File: config.mk
export PLATFORM = sky130hd
export DESIGN_NAME = mmio_decoder
export DESIGN_NICKNAME = d
export VERILOG_FILES = /design/src/verilog/mmio_pkg.sv /design/src/verilog/mmio_decoder.sv
export SDC_FILE = /design/constraint.sdc
export NUM_CORES = 1
export LEC_CHECK = 0
export BUFFER_PORTS_ARGS = -buffer_cell sky130_fd_sc_hd__buf_4
export CAP_MARGIN = 5
export CORE_MARGIN = 2
export CORE_UTILIZATION = 40
export CTS_CLUSTER_DIAMETER = 120
export DETAILED_ROUTE_END_ITERATION = 16
export PLACE_DENSITY = 0.75
export SLEW_MARGIN = 25
export SYNTH_ARGS = -nofsm -noshare
export SYNTH_HDL_FRONTEND = slang
export SYNTH_SLANG_ARGS = --single-unit
File: constraint.sdc
create_clock -name clk -period 4.35 [get_ports clk]
set_input_delay 0.87 -clock clk [delete_from_list [all_inputs] [get_ports clk]]
set_output_delay 0.87 -clock clk [all_outputs]
set_load 0.03 [all_outputs]
File: src/verilog/mmio_pkg.sv
package mmio_pkg;

    localparam int DATA_W = 32;     // data and address bus width

    // mmio register addresses, everything below MEM_BYTES is ram
    localparam logic [DATA_W-1:0] SPI_CMD_ADDR   = 32'd121212;  // cmd byte [7:0], count [11:8]
    localparam logic [DATA_W-1:0] SPI_PARAM_ADDR = 32'd333333;  // param word, write kicks off spi
    localparam logic [DATA_W-1:0] I2C_XY_ADDR    = 32'd923923;  // touch coordinate, read only

    // decoder fsm
    typedef enum logic [2:0] {
        MMIO_IDLE,      // samples read/write from memory handler
        MMIO_BUSY,      // done pulse back to memory handler
        MMIO_MEMWAIT,   // start pulse out, wb master not busy yet
        MMIO_MEMREAD,   // waiting for read data
        MMIO_MEMWRITE   // waiting for write ack
    } mmio_state_e;

    // wishbone master fsm
    typedef enum logic [1:0] {
        WB_IDLE,
        WB_CYCLE,       // cyc/stb up until ack
        WB_DONE         // read data fresh, one cycle
    } wb_state_e;

    // display spi fsm
    typedef enum logic [1:0] {
        SPI_IDLE,
        SPI_CMD,        // command byte, dc low
        SPI_PARAM,      // parameter bytes, dc high
        SPI_FINISH      // hold cs low for half a bit
    } spi_state_e;

endpackage

File: src/verilog/mmio_decoder.sv
`timescale 1ns/1ns

module mmio_decoder import mmio_pkg::*; #(
    parameter int MEM_BYTES = 2048
) (
    input  logic              clk,
    input  logic              nRst,
    // memory handler
    input  logic              read_i,
    input  logic              write_i,
    input  logic [DATA_W-1:0] address_i,
    input  logic [DATA_W-1:0] wdata_i,
    output logic [DATA_W-1:0] rdata_o,
    output logic              busy_o,
    output logic              done_o,
    // touch
    input  logic [DATA_W-1:0] i2c_xy_i,
    input  logic              i2c_done_i,
    // wishbone master side
    input  logic              mem_busy_i,
    input  logic [DATA_W-1:0] mem_rdata_i,
    output logic              mem_read_o,       // one cycle start pulse
    output logic              mem_write_o,      // one cycle start pulse
    output logic [DATA_W-1:0] mem_address_o,
    output logic [DATA_W-1:0] mem_wdata_o,
    // spi side
    input  logic              spi_busy_i,
    output logic [7:0]        spi_command_o,
    output logic [2:0]        spi_count_o,
    output logic [31:0]       spi_params_o,
    output logic              spi_start_o
);

    mmio_state_e state, state_n;

    logic              busy_n, mem_read_n, mem_write_n, spi_start_n;
    logic [DATA_W-1:0] rdata_n, mem_address_n, mem_wdata_n;
    logic [7:0]        spi_command_n;
    logic [2:0]        spi_count_n;
    logic [31:0]       spi_params_n;
    logic              cmd_rd, cmd_wr, is_mem;

    assign cmd_rd = read_i & ~write_i;     // both high is ignored
    assign cmd_wr = write_i & ~read_i;
    assign is_mem = address_i < DATA_W'(MEM_BYTES);
    assign done_o = (state == MMIO_BUSY);

    always_comb begin
        state_n       = state;
        mem_read_n    = 1'b0;   // pulses drop by default
        mem_write_n   = 1'b0;
        spi_start_n   = 1'b0;
        rdata_n       = rdata_o;
        mem_address_n = mem_address_o;
        mem_wdata_n   = mem_wdata_o;
        spi_command_n = spi_command_o;
        spi_count_n   = spi_count_o;
        spi_params_n  = spi_params_o;

        case (state)
            MMIO_IDLE: begin
                if (cmd_rd) begin
                    if (address_i == I2C_XY_ADDR) begin
                        if (i2c_done_i) begin     // else sit here busy
                            state_n = MMIO_BUSY;
                            rdata_n = i2c_xy_i;
                        end
                    end else if (is_mem) begin
                        if (!mem_busy_i) begin
                            state_n       = MMIO_MEMWAIT;
                            mem_read_n    = 1'b1;
                            mem_address_n = address_i;
                        end
                    end else begin
                        state_n = MMIO_BUSY;      // unmapped read gives zero
                        rdata_n = '0;
                    end
                end else if (cmd_wr) begin
                    if (address_i == SPI_CMD_ADDR) begin
                        state_n       = MMIO_BUSY;
                        spi_command_n = wdata_i[7:0];
                        // clamp count to the 4 bytes of the param word
                        spi_count_n   = (wdata_i[11:8] > 4'd4) ? 3'd4 : wdata_i[10:8];
                    end else if (address_i == SPI_PARAM_ADDR) begin
                        if (!spi_busy_i) begin    // previous transfer still shifting
                            state_n      = MMIO_BUSY;
                            spi_params_n = wdata_i;
                            spi_start_n  = 1'b1;
                        end
                    end else if (is_mem) begin
                        if (!mem_busy_i) begin
                            state_n       = MMIO_MEMWAIT;
                            mem_write_n   = 1'b1;
                            mem_address_n = address_i;
                            mem_wdata_n   = wdata_i;
                        end
                    end else begin
                        state_n = MMIO_BUSY;      // unmapped write dropped
                    end
                end
            end
            MMIO_MEMWAIT: begin
                // master raises busy on this edge, pick wait state by pulse
                state_n = mem_read_o ? MMIO_MEMREAD : MMIO_MEMWRITE;
            end
            MMIO_MEMREAD: begin
                if (!mem_busy_i) begin
                    state_n = MMIO_BUSY;
                    rdata_n = mem_rdata_i;
                end
            end
            MMIO_MEMWRITE: begin
                if (!mem_busy_i) state_n = MMIO_BUSY;
            end
            MMIO_BUSY: state_n = MMIO_IDLE;       // done cycle
            default:   state_n = MMIO_IDLE;
        endcase

        // busy while stalled in idle or anywhere on the memory path
        busy_n = (state_n inside {MMIO_MEMWAIT, MMIO_MEMREAD, MMIO_MEMWRITE}) ||
                 (state == MMIO_IDLE && state_n == MMIO_IDLE && (cmd_rd || cmd_wr));
    end

    always_ff @(posedge clk, negedge nRst) begin
        if (!nRst) begin
            state       <= MMIO_IDLE;
            busy_o      <= 1'b0;
            mem_read_o  <= 1'b0;
            mem_write_o <= 1'b0;
            spi_start_o <= 1'b0;
        end else begin
            state       <= state_n;
            busy_o      <= busy_n;
            mem_read_o  <= mem_read_n;
            mem_write_o <= mem_write_n;
            spi_start_o <= spi_start_n;
        end
    end

    // data registers
    always_ff @(posedge clk) begin
        rdata_o       <= rdata_n;
        mem_address_o <= mem_address_n;
        mem_wdata_o   <= mem_wdata_n;
        spi_command_o <= spi_command_n;
        spi_count_o   <= spi_count_n;
        spi_params_o  <= spi_params_n;
    end

    // handshake: done and busy are exclusive
    a_done_not_busy: assert property (@(posedge clk) disable iff (!nRst)
        !(done_o && busy_o));
    a_one_mem_cmd: assert property (@(posedge clk) disable iff (!nRst)
        !(mem_read_o && mem_write_o));

endmodule

==> Word level (Yosys, flattened, before mapping) <==
Index checks and enable logic that the tools add are counted.
{ "op_classes": {"reduce_logical": 15, "n_lt_le_gt_ge": 2, "n_mux": 41, "div": 0, "add_sub_neg": 0, "mul": 0, "shift": 0, "n_eq_ne": 17, "bitwise": 9} }
{ "ops": {"columns": ["cell", "count"], "rows": [
  ["two-way mux 32 bit", 12],
  ["one-hot mux 32 bit (2 select lines)", 1],
  ["two-way mux 3 bit", 11],
  ["== test 32 x 17 -> 1 bit, second input constant", 1],
  ["== test 32 x 19 -> 1 bit, second input constant", 1],
  ["== test 32 x 20 -> 1 bit, second input constant", 1],
  ["less-than comparator 32 x 12 -> 1 bit, second input constant", 1],
  ["two-way mux 1 bit", 16],
  ["== test 3 x 2 -> 1 bit, second input constant", 4],
  ["inequality test 2 bit, second input constant", 5],
  ["AND reduction 5 bit", 2],
  ["one-hot mux 3 bit (3 select lines)", 1],
  ["NOT 1 bit", 7],
  ["AND reduction 7 bit", 1],
  ["== test 3 bit, second input constant", 2],
  ["zero test 3 bit", 2],
  ["inequality test 3 bit, second input constant", 2],
  ["AND reduction 6 bit", 1],
  ["greater-than comparator 4 x 3 -> 1 bit, second input constant", 1],
  ["AND reduction 4 bit", 1],
  ["nonzero test 2 bit", 2],
  ["== test 3 x 1 -> 1 bit, second input constant", 1],
  ["nonzero test 3 bit", 1],
  ["AND 1 bit", 2],
  ["3 further kinds", 5]
]} }
{ "word_totals": {"latch_bits": 0, "mem_bits_rw": 0, "reg_bits": 146, "in_bits": 135, "romBits": 0, "memories": 0, "out_inout_bits": 144} }

==> Depth between registers and ports, before layout <==
{ "depth": {"word_depth": 11, "ltp_mapped": 6, "mapped_depth_nobuf": 6} }

==> Worst setup path after synthesis <==
Ideal clock, no wire load.
{ "synth_timing": {"path_type": "input to register", "startpoint": "input address_i[27]", "endpoint": "register mem_address_o[0] (enable)", "path_stages": 4, "n_path_buf": 0, "required_ns": 3.837, "arrival_ns": 5.121, "path_slack_ns": -1.284, "path_cell_list": "nor4_2 nand4b_1 or2_2 nor4b_1"} }
{ "synth_via": {"elab_chain_len": 3, "word_cells_on_any_way": 7} }
{ "synth_lines": {"columns": ["element", "line_no", "rtl"], "rows": [
  ["start, declared", "mmio_decoder.sv:11", "input logic [DATA_W-1:0] address_i,"],
  ["== test 32 x 20 -> 1 bit, or another cell as far along", "mmio_decoder.sv:63", "if (address_i == I2C_XY_ADDR) begin"],
  ["inequality test 2 bit (no source line)", null, null],
  ["AND reduction 5 bit (no source line) *", null, null],
  ["end signal, assigned", "mmio_decoder.sv:143", "mem_address_o <= mem_address_n;"],
  ["end, declared", "mmio_decoder.sv:24", "output logic [DATA_W-1:0] mem_address_o,"]
]} }
Every way passes the cells marked *; elsewhere a longest branch is shown, timed or not.
A chain may end at the register's enable or synchronous reset.

==> Worst setup path in the final report <==
{ "layout_timing": {"startpoint": "input address_i[27]", "endpoint": "register mem_address_o[11] (enable)"} }
Same word-level chain as after synthesis.

==> results.ini <==
[worst_setup_path]
setup.worst_path.start_class = input port
critPathRequiredTime_ns = 4.40
endpoint_arrival_time_on_the_critical_path_ns = 2.91
setup.worst_path.end_class = flop
worst-path-max-fanout = 32
worstSetupPathType = input port to flop
reg2reg_depth = 5

[global_route]
pin_count_of_the_biggest_net_entering_global_routing = 34
antenna_found_initial = 1
first_global_vias = 3614
global_route.usage.total_pct = 19.4
grt_remaining_overflow = 0
grt_pass1_wl_um = 20400

[synth]
yosysSeqAreaShare_pct = 83.3
ys.warnings.count = 0
post_synth_instance_area_um2 = 5220
count_of_different_cell_masters_after_synthesis = 40
syn-mean-instance-area_um2 = 19.9
synth_async_sr_flop_share_pct = 4.79
postSynthCellCount = 262
postSynthNetCount = 400
yosys_most_used_dff = edfxtp_1
synth-edff-count = 139
synth.ff_latch_count = 146

[timing]
worst-slew-pin-transition_ns = 0.621
timing_max_transition_violations_final = 0
totalNegativeSetupSlack_ns = 0
worst_clock_skew_ns = 0.0122
setup_violations = 0
finalCritPeriodShare_pct = 65.6
hold_violations = 0
max_freq_ghz = 0.350
remaining_max_slew_budget_at_the_tightest_pin_pct = 58.3
setup_repair_after_global_routing_missed_its_margin = no
fin_crit_ns = 2.85

[clock_tree]
clk_latency_ns = 0.41
cts.repair.resized = 0
clk_pin_slew_ns = 0.07
numCtsBuffers = 17
root_buffer = clkbuf_16
cts_tree = yes
h-tree-depth = 4
post_cts.repair.setup_buffers = 0
ctsHoldBuffers = 0
cts-root-to-sink-buffers = 2
numClockSinks = 146

[route]
detail_route.wl_per_cell_um = 18.2
vias = 3632
antenna_violating_nets_left = 0
dr.pass1.iters = 4
route.final.wire_length_um = 13500
post-route-drc-count = 0
vias_per_cell = 4.89
drt-initial-drc-count = 258

[layout]
utilization_pct = 64.3
layout.cells.most_common = buf_4
drive_above_1_share_pct = 58.5
fillerInstances = 930
syn_to_final_growth_pct = 56.0
design.final.nets = 696
antenna_cells_inserted = 0
most-common-layout-cells = 284 x buf_4, 139 x edfxtp_1, 29 x a22o_1

[pwr]
ir_worst_vdd_mv = 0.219
design_power_total_mw = 3.08
power.leakage_nw = 3.32
power-per-cell-area_nw_per_um2 = 378

[place]
place_hpwl_um = 10400
io_buffers = 278
gpl_wtd_cong = 0.883

[floorplanning]
die_width_um = 118
die_height_um = 118
ios = 279
die_area_um2 = 14000
row_count = 41
start_util_pct = 41.2
core_area_um2 = 12700

[status]
status = completed

[worst_hold_path]
hp-class = input port to asynchronous set/reset pin

[job]
maxCapViolCount = 0

[layout make-up]
cell class / instances / area [um^2] / area share, %
clock buffers: 17 / 425 / 5.22
clock inverters: 15 / 121 / 1.49
multi-input cells: 99 / 838 / 10.3
flip-flops and latches: 146 / 4350 / 53.4
repair buffers: 285 / 2160 / 26.5
well taps: 172 / 215 / 2.64
inverters: 9 / 33.8 / 0.415
[worst paths after layout]
check	start	endpoint	slack [ns]
worst max-delay path	address_i[27]	mem_address_o[11]	1.50
worst min-delay path	nRst	busy_o	0.26
worst max register to register	state[0]	rdata_o[29]	1.96
worst min register to register	state[0]	state[2]	0.59
max in group asynchronous	nRst	mem_write_o	3.95
min in group clk	state[0]	state[2]	0.59
[cell usage after synthesis, types with 2 or more instances]
master,n,area [um^2]
nand4_1,3,18.8
and3_1,3,18.8
o22ai_1,2,12.5
dfrtp_1,7,175
nor4_1,4,25.0
clkbuf_1,5,18.8
ha_1,3,37.5
nor2_1,9,33.8
nor4bb_1,2,20.0
nor3b_1,2,15.0
edfxtp_1,139,4170
or2_2,3,18.8
nor3_1,4,20.0
o21bai_1,2,15.0
nor4b_1,2,17.5
nand2_1,3,11.3
and2_1,2,12.5
or3_1,2,12.5
a22o_1,29,254
buf_6,3,33.8
a22o_2,3,30.0
inv_1,9,33.8
nand3_1,2,10.0
nor4_4,2,42.5
and3b_1,2,17.5
[worst max-delay path, cell delays in order]
cell      delay, ns
buf_4          0.12
nor4_2         0.55
nand4b_1       0.29
or2_2          0.42
nor4b_4        0.23
buf_4          0.41
[flip-flops by register name, indices dropped and copies added (netlist names)]
name,flops
rdata_o,32
spi_start_o,1
mem_address_o,32
spi_count_o,3
mem_wdata_o,32
mem_read_o,1
spi_command_o,8
mem_write_o,1
busy_o,1
spi_params_o,32
state,3
[cells by family (layout without fill, tap and decap cells)]
| group | count (synthesis) | after routing | synth area share [%] |
|---|---|---|---|
| mux | 1 | 1 | 0.216 |
| compound gates | 43 | 43 | 6.97 |
| flops | 146 | 146 | 83.3 |
| simple gates | 52 | 52 | 7.12 |
| buf+inv | 17 | 326 | 1.65 |
| fa+ha+maj | 3 | 3 | 0.719 |
[where the power goes]
| part | switching, mW | total (mW) | internal, mW |
|---|---|---|---|
| combinational | 0.0889 | 0.196 | 0.107 |
| sequential | 0.00527 | 1.55 | 1.55 |
| clock | 0.586 | 1.33 | 0.744 |
| total | 0.680 | 3.08 | 2.40 |
[layer usage]
metal  track usage [%]  part of all wire (%)
met5                 0                     0
met4              7.91                   1.7
met3              6.71                    11
met2              32.5                    51
met1              22.7                    37
[metrics by stage]
| step | setup slack (ns) | std cells | hold WS (ns) | cell area [um^2] |
|---|---|---|---|---|
| 5_1_grt | 1.46 | 743 | 0.248 | 8140 |
| 3_5_place_dp | 1.15 | 710 | 0.571 | 7570 |
| 4_1_cts | 1.54 | 742 | 0.249 | 8120 |
| 2_1_floorplan | 0.303 | 262 | 0.500 | 5230 |
| 3_3_place_gp | 1.26 | 710 | 0.539 | 7570 |
| 6_report | 1.50 | 743 | 0.260 | 8140 |
Note: power is estimated with default switching activity, not from simulation.
