<file path="config.mk">
export PLATFORM = sky130hd
export DESIGN_NAME = spi_tx
export DESIGN_NICKNAME = d
export VERILOG_FILES = /design/src/verilog/mmio_pkg.sv /design/src/verilog/spi_tx.sv
export SDC_FILE = /design/constraint.sdc
export NUM_CORES = 1
export LEC_CHECK = 0
export ABC_CLOCK_PERIOD_IN_PS = 6400
export BUFFER_PORTS_ARGS = -buffer_cell sky130_fd_sc_hd__buf_4
export CAP_MARGIN = 20
export CORE_MARGIN = 2
export CORE_UTILIZATION = 35
export CTS_CLUSTER_SIZE = 20
export DETAILED_ROUTE_END_ITERATION = 8
export HOLD_SLACK_MARGIN = 0.02
export PLACE_DENSITY = 0.64
export SLEW_MARGIN = 20
export SYNTH_ARGS = -nofsm -noshare
export SYNTH_HDL_FRONTEND = slang
export SYNTH_SLANG_ARGS = --single-unit
</file>
<file path="constraint.sdc">
create_clock -name clk -period 6.4 [get_ports clk]
set_input_delay 0.96 -clock clk [delete_from_list [all_inputs] [get_ports clk]]
set_output_delay 0.96 -clock clk [all_outputs]
set_load 0.03 [all_outputs]
</file>
<file path="src/verilog/mmio_pkg.sv">
package mmio_pkg;

    localparam int DATA_W = 32;     // data and address bus width

    // mmio register addresses, everything below MEM_BYTES is ram
    localparam logic [DATA_W-1:0] SPI_CMD_ADDR   = 32'd121212;  // cmd byte [7:0], count [11:8]
    localparam logic [DATA_W-1:0] SPI_PARAM_ADDR = 32'd333333;  // param word, write kicks off spi
    localparam logic [DATA_W-1:0] I2C_XY_ADDR    = 32'd923923;  // touch coordinate, read only

    // decoder fsm
    typedef enum logic [2:0] {
        MMIO_IDLE,      // samples read/write from memory handler
        MMIO_BUSY,      // done pulse back to memory handler
        MMIO_MEMWAIT,   // start pulse out, wb master not busy yet
        MMIO_MEMREAD,   // waiting for read data
        MMIO_MEMWRITE   // waiting for write ack
    } mmio_state_e;

    // wishbone master fsm
    typedef enum logic [1:0] {
        WB_IDLE,
        WB_CYCLE,       // cyc/stb up until ack
        WB_DONE         // read data fresh, one cycle
    } wb_state_e;

    // display spi fsm
    typedef enum logic [1:0] {
        SPI_IDLE,
        SPI_CMD,        // command byte, dc low
        SPI_PARAM,      // parameter bytes, dc high
        SPI_FINISH      // hold cs low for half a bit
    } spi_state_e;

endpackage

</file>
<file path="src/verilog/spi_tx.sv">
`timescale 1ns/1ns

module spi_tx import mmio_pkg::*; #(
    parameter int SCLK_DIV = 2
) (
    input  logic        clk,
    input  logic        nRst,
    input  logic        start_i,        // one cycle
    input  logic [7:0]  command_i,
    input  logic [2:0]  count_i,        // param bytes, 0..4
    input  logic [31:0] params_i,
    output logic        busy_o,
    output logic        sclk_o,
    output logic        mosi_o,
    output logic        cs_n_o,
    output logic        dc_o
);

    localparam int DW = (SCLK_DIV > 1) ? $clog2(SCLK_DIV) : 1;

    spi_state_e  state;
    logic [DW-1:0] div_cnt;
    logic [2:0]  bit_cnt;
    logic [2:0]  bytes_left;
    logic [7:0]  sh;                // current byte, msb out
    logic [31:0] pr;                // remaining params, top byte next
    logic        tick, fall;

    assign tick   = (div_cnt == DW'(SCLK_DIV - 1));
    assign fall   = tick && sclk_o && (state == SPI_CMD || state == SPI_PARAM);
    assign busy_o = (state != SPI_IDLE);
    assign mosi_o = cs_n_o ? 1'b0 : sh[7];     // mode 0, valid before rising edge

    always_ff @(posedge clk, negedge nRst) begin
        if (!nRst) begin
            state      <= SPI_IDLE;
            sclk_o     <= 1'b0;
            cs_n_o     <= 1'b1;
            dc_o       <= 1'b0;
            div_cnt    <= '0;
            bit_cnt    <= '0;
            bytes_left <= '0;
        end else begin
            div_cnt <= tick ? '0 : div_cnt + 1'b1;
            case (state)
                SPI_IDLE: begin
                    div_cnt <= '0;
                    if (start_i) begin
                        state      <= SPI_CMD;
                        cs_n_o     <= 1'b0;
                        dc_o       <= 1'b0;         // command byte
                        sclk_o     <= 1'b0;
                        bit_cnt    <= '0;
                        bytes_left <= count_i;
                    end
                end
                SPI_CMD, SPI_PARAM: begin
                    if (tick) sclk_o <= ~sclk_o;
                    if (fall) begin
                        bit_cnt <= bit_cnt + 1'b1;  // wraps per byte
                        if (bit_cnt == 3'd7) begin
                            if (bytes_left != '0) begin
                                state      <= SPI_PARAM;
                                dc_o       <= 1'b1;
                                bytes_left <= bytes_left - 1'b1;
                            end else begin
                                state <= SPI_FINISH;
                            end
                        end
                    end
                end
                SPI_FINISH: begin
                    // half bit of hold after last edge, then release cs
                    if (tick) begin
                        cs_n_o <= 1'b1;
                        state  <= SPI_IDLE;
                    end
                end
                default: state <= SPI_IDLE;
            endcase
        end
    end

    always_ff @(posedge clk) begin
        if (state == SPI_IDLE && start_i) begin
            sh <= command_i;
            pr <= params_i;
        end else if (fall) begin
            if (bit_cnt == 3'd7) begin
                sh <= pr[31:24];            // params sent from the top byte down
                pr <= {pr[23:0], 8'h00};
            end else begin
                sh <= {sh[6:0], 1'b0};
            end
        end
    end

    // decoder must hold param writes off while shifting
    a_no_start_busy: assert property (@(posedge clk) disable iff (!nRst)
        start_i |-> !busy_o);

endmodule

</file>
== After elaboration in Yosys (flattened, before gate mapping) ==
Index checks and enable logic that the tools add are counted.

* Output and inout bits: 5
* Input bits: 46
* Memory bits (read-only): 0
* Latch bits: 0
* Register bits: 52
* Bits in writable memories: 0
* Memories kept: 0
* Word-level logic and storage cells: 73

* Magnitude comparators: 0
* Eq/ne operators: 10
* Muxes and demuxes: 32
* Shift-type cells: 0
* Reductions and logical operators: 18
* $add $sub $neg: 3
* Multiply operators: 0
* Bitwise gates (word level): 1
* Divide/modulo/power cells: 0

{| class="wikitable"
|+ Operators by type and width
! cell !! count
|-
| two-way mux 32 bit || 3
|-
| two-way mux 8 bit || 3
|-
| two-way mux 3 bit || 6
|-
| inequality test 2 bit, second input constant || 6
|-
| case mux 3 bit (2 select lines) || 2
|-
| two-way mux 1 bit || 10
|-
| nonzero test 2 bit || 5
|-
| AND reduction 3 bit || 3
|-
| two-way mux 2 bit || 4
|-
| case mux 1 bit (2 select lines) || 3
|-
| case mux 2 bit (3 select lines) || 1
|-
| AND reduction 5 bit || 1
|-
| == test 2 bit, second input constant || 2
|-
| AND reduction 4 bit || 1
|-
| adder 3 x 1 -> 3 bit, second input constant || 1
|-
| == test 3 bit, second input constant || 1
|-
| logical AND 1 bit || 3
|-
| nonzero test 3 bit || 1
|-
| subtractor 3 x 1 -> 3 bit, second input constant || 1
|-
| == test 2 x 1 -> 1 bit, second input constant || 1
|-
| zero test 2 bit || 1
|-
| AND reduction 2 bit || 1
|-
| OR reduction 2 bit || 1
|-
| adder 1 bit, second input constant || 1
|-
| 2 further kinds || 2
|}

== Longest topological paths before layout ==
Gate-level depths: netlist of the first run.

* Depth after elaboration: 5
* Mapped depth: 8

== Worst setup path before layout of the first run ==
No wires, ideal clock.

* Path type: input port to flip-flop
* From: in start_i
* To: reg pr[0], enable pin
* Path slack: 3.950 ns
* Data arrival time: 1.972 ns
* Path buffers: 1
* Required time: 5.922 ns
* Stages: 3
* Cells stage by stage: nand2_2 clkbuf_1 nand2_1

* Word-level cells in the longest chain between the ends: 3

{| class="wikitable"
|+ Ends and longest elaborated chain
! item !! line !! text
|-
| start, declared || spi_tx.sv:8 || <nowiki>input logic start_i,</nowiki>
|-
| logical AND 1 bit * || spi_tx.sv:85 || <nowiki>if (state == SPI_IDLE && start_i) begin</nowiki>
|-
| nonzero test 2 bit (no source line) || -- ||
|-
| AND reduction 2 bit (no source line) * || -- ||
|-
| end signal, assigned || spi_tx.sv:87 || <nowiki>pr <= params_i;</nowiki>
|-
| end signal, assigned || spi_tx.sv:91 || <nowiki>pr <= {pr[23:0], 8'h00};</nowiki>
|-
| end, declared || spi_tx.sv:26 || <nowiki>logic [31:0] pr;</nowiki>
|}

Mark *: on every way between the ends. The rest lies on a longest branch, timed or not.
A chain may end at the register's enable or synchronous reset.

== Final worst setup path of the first run ==
* From: reg state[0]
* To: reg pr[2], enable pin

* Word-level cells in the longest chain between the ends: 5

{| class="wikitable"
|+ Ends and longest elaborated chain
! item !! line !! text
|-
| start, declared || spi_tx.sv:21 || <nowiki>spi_state_e state;</nowiki>
|-
| start signal, assigned || spi_tx.sv:36 || <nowiki>state <= SPI_IDLE;</nowiki>
|-
| start signal, assigned || spi_tx.sv:49 || <nowiki>state <= SPI_CMD;</nowiki>
|-
| start signal, assigned || spi_tx.sv:63 || <nowiki>state <= SPI_PARAM;</nowiki>
|-
| == test 2 x 1 -> 1 bit or == test 2 bit (tied branches) || spi_tx.sv:30 || <nowiki>assign fall = tick && sclk_o && (state == SPI_CMD || state == SPI_PARAM);</nowiki>
|-
| logical OR 1 bit || spi_tx.sv:30 ||
|-
| logical AND 1 bit || spi_tx.sv:30 ||
|-
| nonzero test 2 bit (no source line) || -- ||
|-
| AND reduction 2 bit (no source line) * || -- ||
|}

Marks and branches as above.

==> Implementation_results.wiki, run 1 <==
{| class="wikitable"
! Metric !! Value
|-
| Status || completed
|-
| Worst flop-to-flop path endpoint || pr[2]$_SDFFCE_PN0P_
|-
| Final min period || between 2 and 3 ns
|-
| Vertical extent of the die || between 80 and 90 um
|-
| Area leader, netlist || sky130_fd_sc_hd__edfxtp_1
|-
| Residual overflow from global routing || 0
|-
| Setup violators final || 0
|-
| Proportion of layout cells with a drive suffix above 1 || between 30% and 40%
|-
| Launching point of the worst reg2reg path || state[0]$_DFFE_PN0P_
|-
| Met3 Usage GRT || between 3 and 4%
|-
| Count of cell types in the netlist || 33
|-
| Pin count of the biggest net entering global routing || 46
|-
| Die Width || slightly below 90 um
|-
| Insertion delay of the later-clocked pin in the worst-skew pair || around 0.31 ns
|-
| Routed length per instance || about 14 um
|-
| Input/output buffers || 50
|-
| HP Class || input pin to asynchronous set/reset pin
|-
| IR Drop Worst-Case VDD || 0.1761 mV
|-
| CTS-repair resized insts || 0
|-
| Synthesized instance count || about 190
|-
| Clock transition at the register clock pins on the worst setup and hold paths after CTS || roughly 0.090 ns
|-
| GRT Resource Usage Total || between 10% and 20%
|-
| Final Max Tran Viols || 0
|-
| Max_cap viols || 0
|-
| Slew HR || 40.31%
|-
| Top area cells in the synthesized netlist || sky130_fd_sc_hd__edfxtp_1 48%, sky130_fd_sc_hd__mux2_2 11%, sky130_fd_sc_hd__dfrtp_1 11%, sky130_fd_sc_hd__mux2i_1 3.2%, sky130_fd_sc_hd__ha_1 3.0%
|-
| Global-route met2 utilization || between 10% and 20%
|-
| Combined buffer and inverter count along the critical path || 2
|-
| Maximum root-to-sink buffer count || 2
|-
| Number of standard-cell rows in the floorplan || 30
|-
| Actual slew at the worst max-slew pin || 0.8922 ns
|-
| Count of inserted antenna diode cells || 0
|-
| Worst Path Arrival || approximately 2.6 ns
|-
| Synthesis-stage register bit count || 52
|-
| Number of vias after detailed routing || ~1600
|-
| Number of inserted filler cells in the final layout || between 600 and 700
|-
| Synthesized Nets || roughly 240
|-
| Total wirelength of the detailed-routed design || around 4.7 mm
|-
| Final worst clock skew || approximately 0.0087 ns
|-
| Worst R2R Setup Slack || around 3.7 ns
|-
| Met1 track demand over resource || roughly 18%
|-
| Per-instance average area after synthesis || 13.47 um^2
|-
| Total Neg Setup Slack || 0 ns
|-
| Critical path startpoint category || register
|-
| Largest fanout of any net on the critical path || 45
|-
| Die Outline Area || between 0.007 and 0.008 mm^2
|-
| Power Dens Cells || about 360 mW/mm^2
|-
| Leakage power summed over all cells || between 1 and 1.5 nW
|-
| Number of synthesized flops with an enable pin || 40
|-
| Period Utilization, post-route || 41.69%
|-
| Antenna violation net count after detailed routing || 0
|-
| Ys flop type || sky130_fd_sc_hd__edfxtp_1
|-
| Clk Tree Root Cell || sky130_fd_sc_hd__clkbuf_8
|-
| Fmax || between 0.3 and 0.4 GHz
|-
| Final Core Density || a little over two fifths
|-
| Busiest metal layer after global routing || met2
|-
| Sinks on the clock net || 52
|-
| Smallest hold slack || ~0.47 ns
|-
| Library cell with the highest instance count after synthesis || sky130_fd_sc_hd__edfxtp_1
|-
| Post-synthesis async set-or-reset flop share || 23.08%
|-
| Path depth of the worst reg2reg path || 5
|-
| DRC violation count after routing || 0
|-
| Nets || between 200 and 300
|-
| Top-level I/O count || 51
|-
| CP endpoint kind || register
|-
| Gate family responsible for the most delay along the worst path || simple AND/OR/NAND/NOR gates
|-
| Initial drt markers || 108
|-
| Post-detail-place hpwl || 3.367 mm
|-
| TritonCTS clock tree || yes
|-
| CP cell instances || inv_1 -> ha_1 -> nand2_2 -> nand2_1 -> buf_4
|-
| Post CTS Setup Buffer Count || 0
|-
| Sequential share of the synthesized area || about three fifths
|-
| Slack of the critical path || 3.732 ns
|-
| Wire length of the first global-routing pass || 7.624 mm
|-
| Core Area || between 0.006 and 0.007 mm^2
|-
| Crit path max-delay cell type || sky130_fd_sc_hd__nand2_2
|-
| Crit path largest cell delay || 0.67 ns
|-
| Synthesis-to-layout area growth || 20.17%
|-
| Worst Setup Path Type || register to register
|-
| Number of buffers added to fix hold violations after cts || 0
|-
| Via count of the first global-routing pass || about 1600
|-
| Required time of the critical path || 6.37 ns
|-
| Hold violation total from the final report || 0
|-
| Initial antenna violation count || 0
|-
| Most instantiated cells after synthesis || 40 x sky130_fd_sc_hd__edfxtp_1, 25 x sky130_fd_sc_hd__mux2_2, 14 x sky130_fd_sc_hd__nor2_1, 13 x sky130_fd_sc_hd__a21oi_1, 11 x sky130_fd_sc_hd__dfrtp_1
|-
| Num CTS Buffers || 5
|-
| Cell area after synthesis || 0.002506 mm^2
|-
| Synth warn || 0
|-
| Portion of synthesized cell area occupied by the leading cell type || between 40 and 50%
|-
| Drt first pass iters || 4
|-
| Count of H-tree levels built during CTS || 2
|-
| Via/cell ratio || 4.766
|-
| GPL Wtd Cong || between 0.7 and 0.8
|-
| Unrepaired setup endpoints after global routing || false
|-
| Pre-CTS WS || between 3 and 4 ns
|-
| Effective utilization at floorplan || a little over a third
|}
sequential cells by signal, summed over array words and instances (netlist names):
name,count
sh,8
state,2
div_cnt,1
bit_cnt,3
dc_o,1
sclk_o,1
bytes_left,3
cs_n_o,1
pr,32
placed cells by master, fill, tap and decap left out, drive strengths merged:
cell,Yosys,final
a311oi,1,1
a31o,2,2
mux2,25,25
nand2b,1,1
o22a,1,1
nor3,2,2
a21oi,14,14
mux2i,9,9
clkbuf,5,6
clkinvlp,0,1
ha,6,6
a31oi,2,2
a22o,6,6
nand2,7,7
clkinv,0,1
nor2,14,14
nand3,7,7
edfxtp,40,40
a2bb2oi,1,1
buf,7,51
nor2b,2,2
o32ai,1,1
dfstp,1,1
dfrtp,11,11
o21ai,3,3
a221o,1,1
inv,8,8
and3,9,9
cell families after synthesis:
logic type / synth area share [%]
AO/OA/AOI/OAI: 9.236
multiplexers: 15.33
buffers and inverters: 4.443
flip-flops: 59.96
adder cells (fa/ha/maj): 2.995
AND/OR/NAND/NOR: 8.038
per-stage QoR:
stage               area, um^2  power [mW]  instances
floorplan                 2506      0.8231        186
global placement          2928      0.8978        321
detailed placement        2928      0.9077        321
CTS                       3012       1.088        329
global route              3012       1.150        329
finish                    3012       1.081        329
per-layer routing:
| layer | up-vias | routed length (um) |
|---|---|---|
| met5 | - | 0 |
| met4 | 0 | 62 |
| met3 | 6 | 260 |
| met2 | 38 | 2155 |
| met1 | 744 | 2245 |
| li1 | 780 | - |
worst register-to-register path: cells and delay by family (launching register included):
| kind | cells | cell delay [ns] |
|---|---|---|
| DFF | 1 | 0.40 |
| and+or+nand+nor | 2 | 0.90 |
| buffers and inverters | 2 | 0.46 |
| adders and majority gates | 1 | 0.55 |
worst max path at each step:
stage,startpoint,end,cells after the start
6_report,state[0]$_DFFE_PN0P_,pr[2]$_SDFFCE_PN0P_,5
2_1_floorplan,start_i,pr[0]$_SDFFCE_PN0P_,3
3_3_place_gp,start_i,pr[4]$_SDFFCE_PN0P_,4
3_5_place_dp,start_i,pr[4]$_SDFFCE_PN0P_,4
5_1_grt,state[0]$_DFFE_PN0P_,pr[18]$_DFFE_PP_,5
4_1_cts,state[0]$_DFFE_PN0P_,pr[10]$_DFFE_PP_,5
where the power goes:
| group | leakage [nW] | switching [mW] | internal (mW) |
|---|---|---|---|
| clock network | 0.0388 | 0.107 | 0.0761 |
| logic | 0.648 | 0.196 | 0.178 |
| registers | 0.513 | 0.0436 | 0.479 |
| total | 1.20 | 0.347 | 0.734 |
layout make-up:
cell class	count	area, um^2	share of cell area [%]
Clock inverter	2	11.26	0.3739
Clock buffer	6	72.57	2.410
Sequential cell	52	1503	49.90
Multi-Input combinational cell	114	892.1	29.62
Tap cell	96	120.1	3.988
Inverter	8	30.03	0.9971
Timing Repair Buffer	51	382.9	12.71
Power figures use the tool's default switching activity.
==> run 2, diff against run 1 <==
- ABC_CLOCK_PERIOD_IN_PS: 6400 -> 2600
- clock period: 6.4 -> 2.6 ns (I/O delays scaled with it)
==> run 2 against run 1 <==
  * Clock skew increased by 0.0033 ns
  * Register-to-register slack got worse by 3.1 ns
  * Via count increased by 0.13%
  * Clock power increased to 3.0 times the previous value
  * Routed wire length decreased by 1.8%
  * Sequential power increased by 150%
  * Combinational power increased to 2.5 times the previous value
  * Critical path depth increased by 1
  * Non-clock buffer count increased by 5
==> Implementation_results.wiki, run 2 (synthesized netlist as in run 1, its figures left out) <==
{| class="wikitable"
! Metric !! Value
|-
| Count of inserted antenna diode cells || 0
|-
| Number of flip-flops under the largest register name || 32
|-
| Required time of the critical path || 2.56 ns
|-
| Worst R2R Setup Slack || 0.65 ns
|-
| Power Dens Cells || between 900 and 1000 mW/mm^2
|-
| Worst Setup Path Type || register to register
|-
| Synthesis-to-layout area growth || 23.37%
|-
| Drt first pass iters || 6
|-
| Maximum root-to-sink buffer count || 2
|-
| Met1 track demand over resource || about 18%
|-
| CP endpoint kind || register
|-
| Clock transition at the register clock pins on the worst setup and hold paths after CTS || around 0.10 ns
|-
| Core Area || 0.006869 mm^2
|-
| Routed length per instance || about 14 um
|-
| Hold violation total from the final report || 0
|-
| Post CTS Setup Buffer Count || 0
|-
| Highest-count cells in the layout ignoring fill and taps || 54 x sky130_fd_sc_hd__buf_4, 40 x sky130_fd_sc_hd__edfxtp_1, 25 x sky130_fd_sc_hd__mux2_2
|-
| Critical Path Sink || pr[7]$_SDFFCE_PN0P_
|-
| Vertical extent of the die || 88.62 um
|-
| GPL Wtd Cong || about 0.71
|-
| HP Class || input pin to register
|-
| Worst flop-to-flop path endpoint || pr[7]$_SDFFCE_PN0P_
|-
| Critical path startpoint category || register
|-
| Die Outline Area || roughly 0.0079 mm^2
|-
| Busiest metal layer after global routing || met2
|-
| Via count of the first global-routing pass || roughly 1600
|-
| Setup violators final || 0
|-
| Final min period || ~2 ns
|-
| Most common cell after layout, fill and taps aside || sky130_fd_sc_hd__buf_4
|-
| TritonCTS clock tree || yes
|-
| Post-detail-place hpwl || approximately 3.3 mm
|-
| Top-level I/O count || just over 50
|-
| Final Max Tran Viols || 0
|-
| Smallest hold slack || 0.3726 ns
|-
| Sinks on the clock net || between 50 and 60
|-
| Num CTS Buffers || 5
|-
| Initial antenna violation count || 0
|-
| CTS-repair resized insts || 0
|-
| Met3 Usage GRT || under 10%
|-
| Final worst clock skew || 0.01203 ns
|-
| Largest registers || pr x32, sh x8
|-
| Number of vias after detailed routing || between 1500 and 2000
|-
| Actual slew at the worst max-slew pin || 0.5426 ns
|-
| Path depth of the worst reg2reg path || 6
|-
| Number of standard-cell rows in the floorplan || 30
|-
| Total Neg Setup Slack || 0 ns
|-
| Period Utilization, post-route || roughly three quarters
|-
| Insertion delay of the later-clocked pin in the worst-skew pair || 0.31 ns
|-
| Global-route met2 utilization || a little under a fifth
|-
| DRC violation count after routing || 0
|-
| Initial drt markers || 91
|-
| Largest fanout of any net on the critical path || 32
|-
| Slew HR || between 60% and 70%
|-
| Effective utilization at floorplan || a little over a third
|-
| Total wirelength of the detailed-routed design || roughly 4.6 mm
|-
| Pin count of the biggest net entering global routing || 33
|-
| Proportion of layout cells with a drive suffix above 1 || between 30% and 40%
|-
| Status || completed
|-
| Crit. Startpoint || bit_cnt[0]$_DFFE_PN0P_
|-
| GRT Resource Usage Total || approximately 13%
|-
| Unrepaired setup endpoints after global routing || false
|-
| Count of H-tree levels built during CTS || 2
|-
| Launching point of the worst reg2reg path || bit_cnt[0]$_DFFE_PN0P_
|-
| Nets || just under 300
|-
| Register ranked first by flip-flop count || pr
|-
| Max_cap viols || 0
|-
| IR Drop Worst-Case VDD || 0.3588 mV
|-
| Leakage power summed over all cells || about 1.2 nW
|-
| Clk Tree Root Cell || sky130_fd_sc_hd__clkbuf_8
|-
| Antenna violation net count after detailed routing || 0
|-
| Die Width || approximately 89 um
|-
| Residual overflow from global routing || 0
|-
| Via/cell ratio || 4.701
|-
| Fmax || 0.5124 GHz
|-
| Input/output buffers || 50
|-
| Wire length of the first global-routing pass || ~7.6 mm
|-
| Number of inserted filler cells in the final layout || between 600 and 700
|-
| Worst Path Arrival || 1.92 ns
|}
run 2: changes by cell type in the layout (fill, tap and decap cells not counted), sizes merged:
cell / previous run / this run
buf: 51 / 55
bufinv: 0 / 1
clkinv: 1 / 0
clkinvlp: 1 / 0
dlygate4sd3: 0 / 1
inv: 8 / 9
run 2: worst min path at each step:
stage | from | end | slack [ns] | cells past startpoint
floorplan | nRst | bit_cnt[0]$_DFFE_PN0P_ | 0.09 | 0
global placement | nRst | dc_o$_DFFE_PN0P_ | 0.24 | 1
detailed placement | nRst | bytes_left[1]$_DFFE_PN0P_ | 0.24 | 1
CTS | params_i[13] | pr[13]$_DFFE_PP_ | 0.37 | 2
global route | params_i[13] | pr[13]$_DFFE_PP_ | 0.36 | 2
finish | command_i[0] | sh[0]$_DFFE_PP_ | 0.37 | 3
run 2: what timing repair did:
action | 4_1_cts | 5_1_grt
endpoints found under the setup margin | 0 | 0
hold buffers | 1 | 0
endpoints found under the hold margin | 11 | 0
run 2: worst max-delay path, stage by stage (launching register included):
cell and delay (ns):
sky130_fd_sc_hd__dfrtp_1 0.38, sky130_fd_sc_hd__ha_1 0.16, sky130_fd_sc_hd__ha_1 0.16, sky130_fd_sc_hd__and3_1 0.32, sky130_fd_sc_hd__nand2_1 0.11, sky130_fd_sc_hd__nand2_1 0.09
sky130_fd_sc_hd__buf_4 0.38
run 2: area by class of cell:
type | instances | area (um^2) | area share, %
Tap cell | 96 | 120.1 | 3.885
Inverter | 8 | 30.03 | 0.9713
Multi-Input combinational cell | 114 | 892.1 | 28.85
Clock inverter | 2 | 38.79 | 1.255
Sequential cell | 52 | 1503 | 48.60
Clock buffer | 6 | 72.57 | 2.347
Timing Repair Buffer | 56 | 435.4 | 14.08
run 2: metrics by stage:
step                      setup WS [ns]  instances  util [%]  instance area, um^2  total power [mW]
after global routing             0.4738        334     45.01                 3092             2.967
after floorplan                  0.3497        186         -                 2506             2.026
after global placement           0.6702        325     43.24                 2970             2.238
after CTS                        0.6433        334     45.01                 3092             2.815
after detailed placement         0.6611        325     43.24                 2970             2.258
final                            0.6482        334     45.01                 3092             2.786
run 2: layer usage:
layer  share of wire (%)  routed length, um
met5                   0                  0
met4                 1.1                 53
met3                 7.2                332
met2                  46               2120
met1                  46               2132
run 2: where the power goes:
part           switching, mW  internal (mW)
combinational          0.484          0.459
sequential             0.111           1.18
clock                  0.262          0.291
total                  0.857           1.93
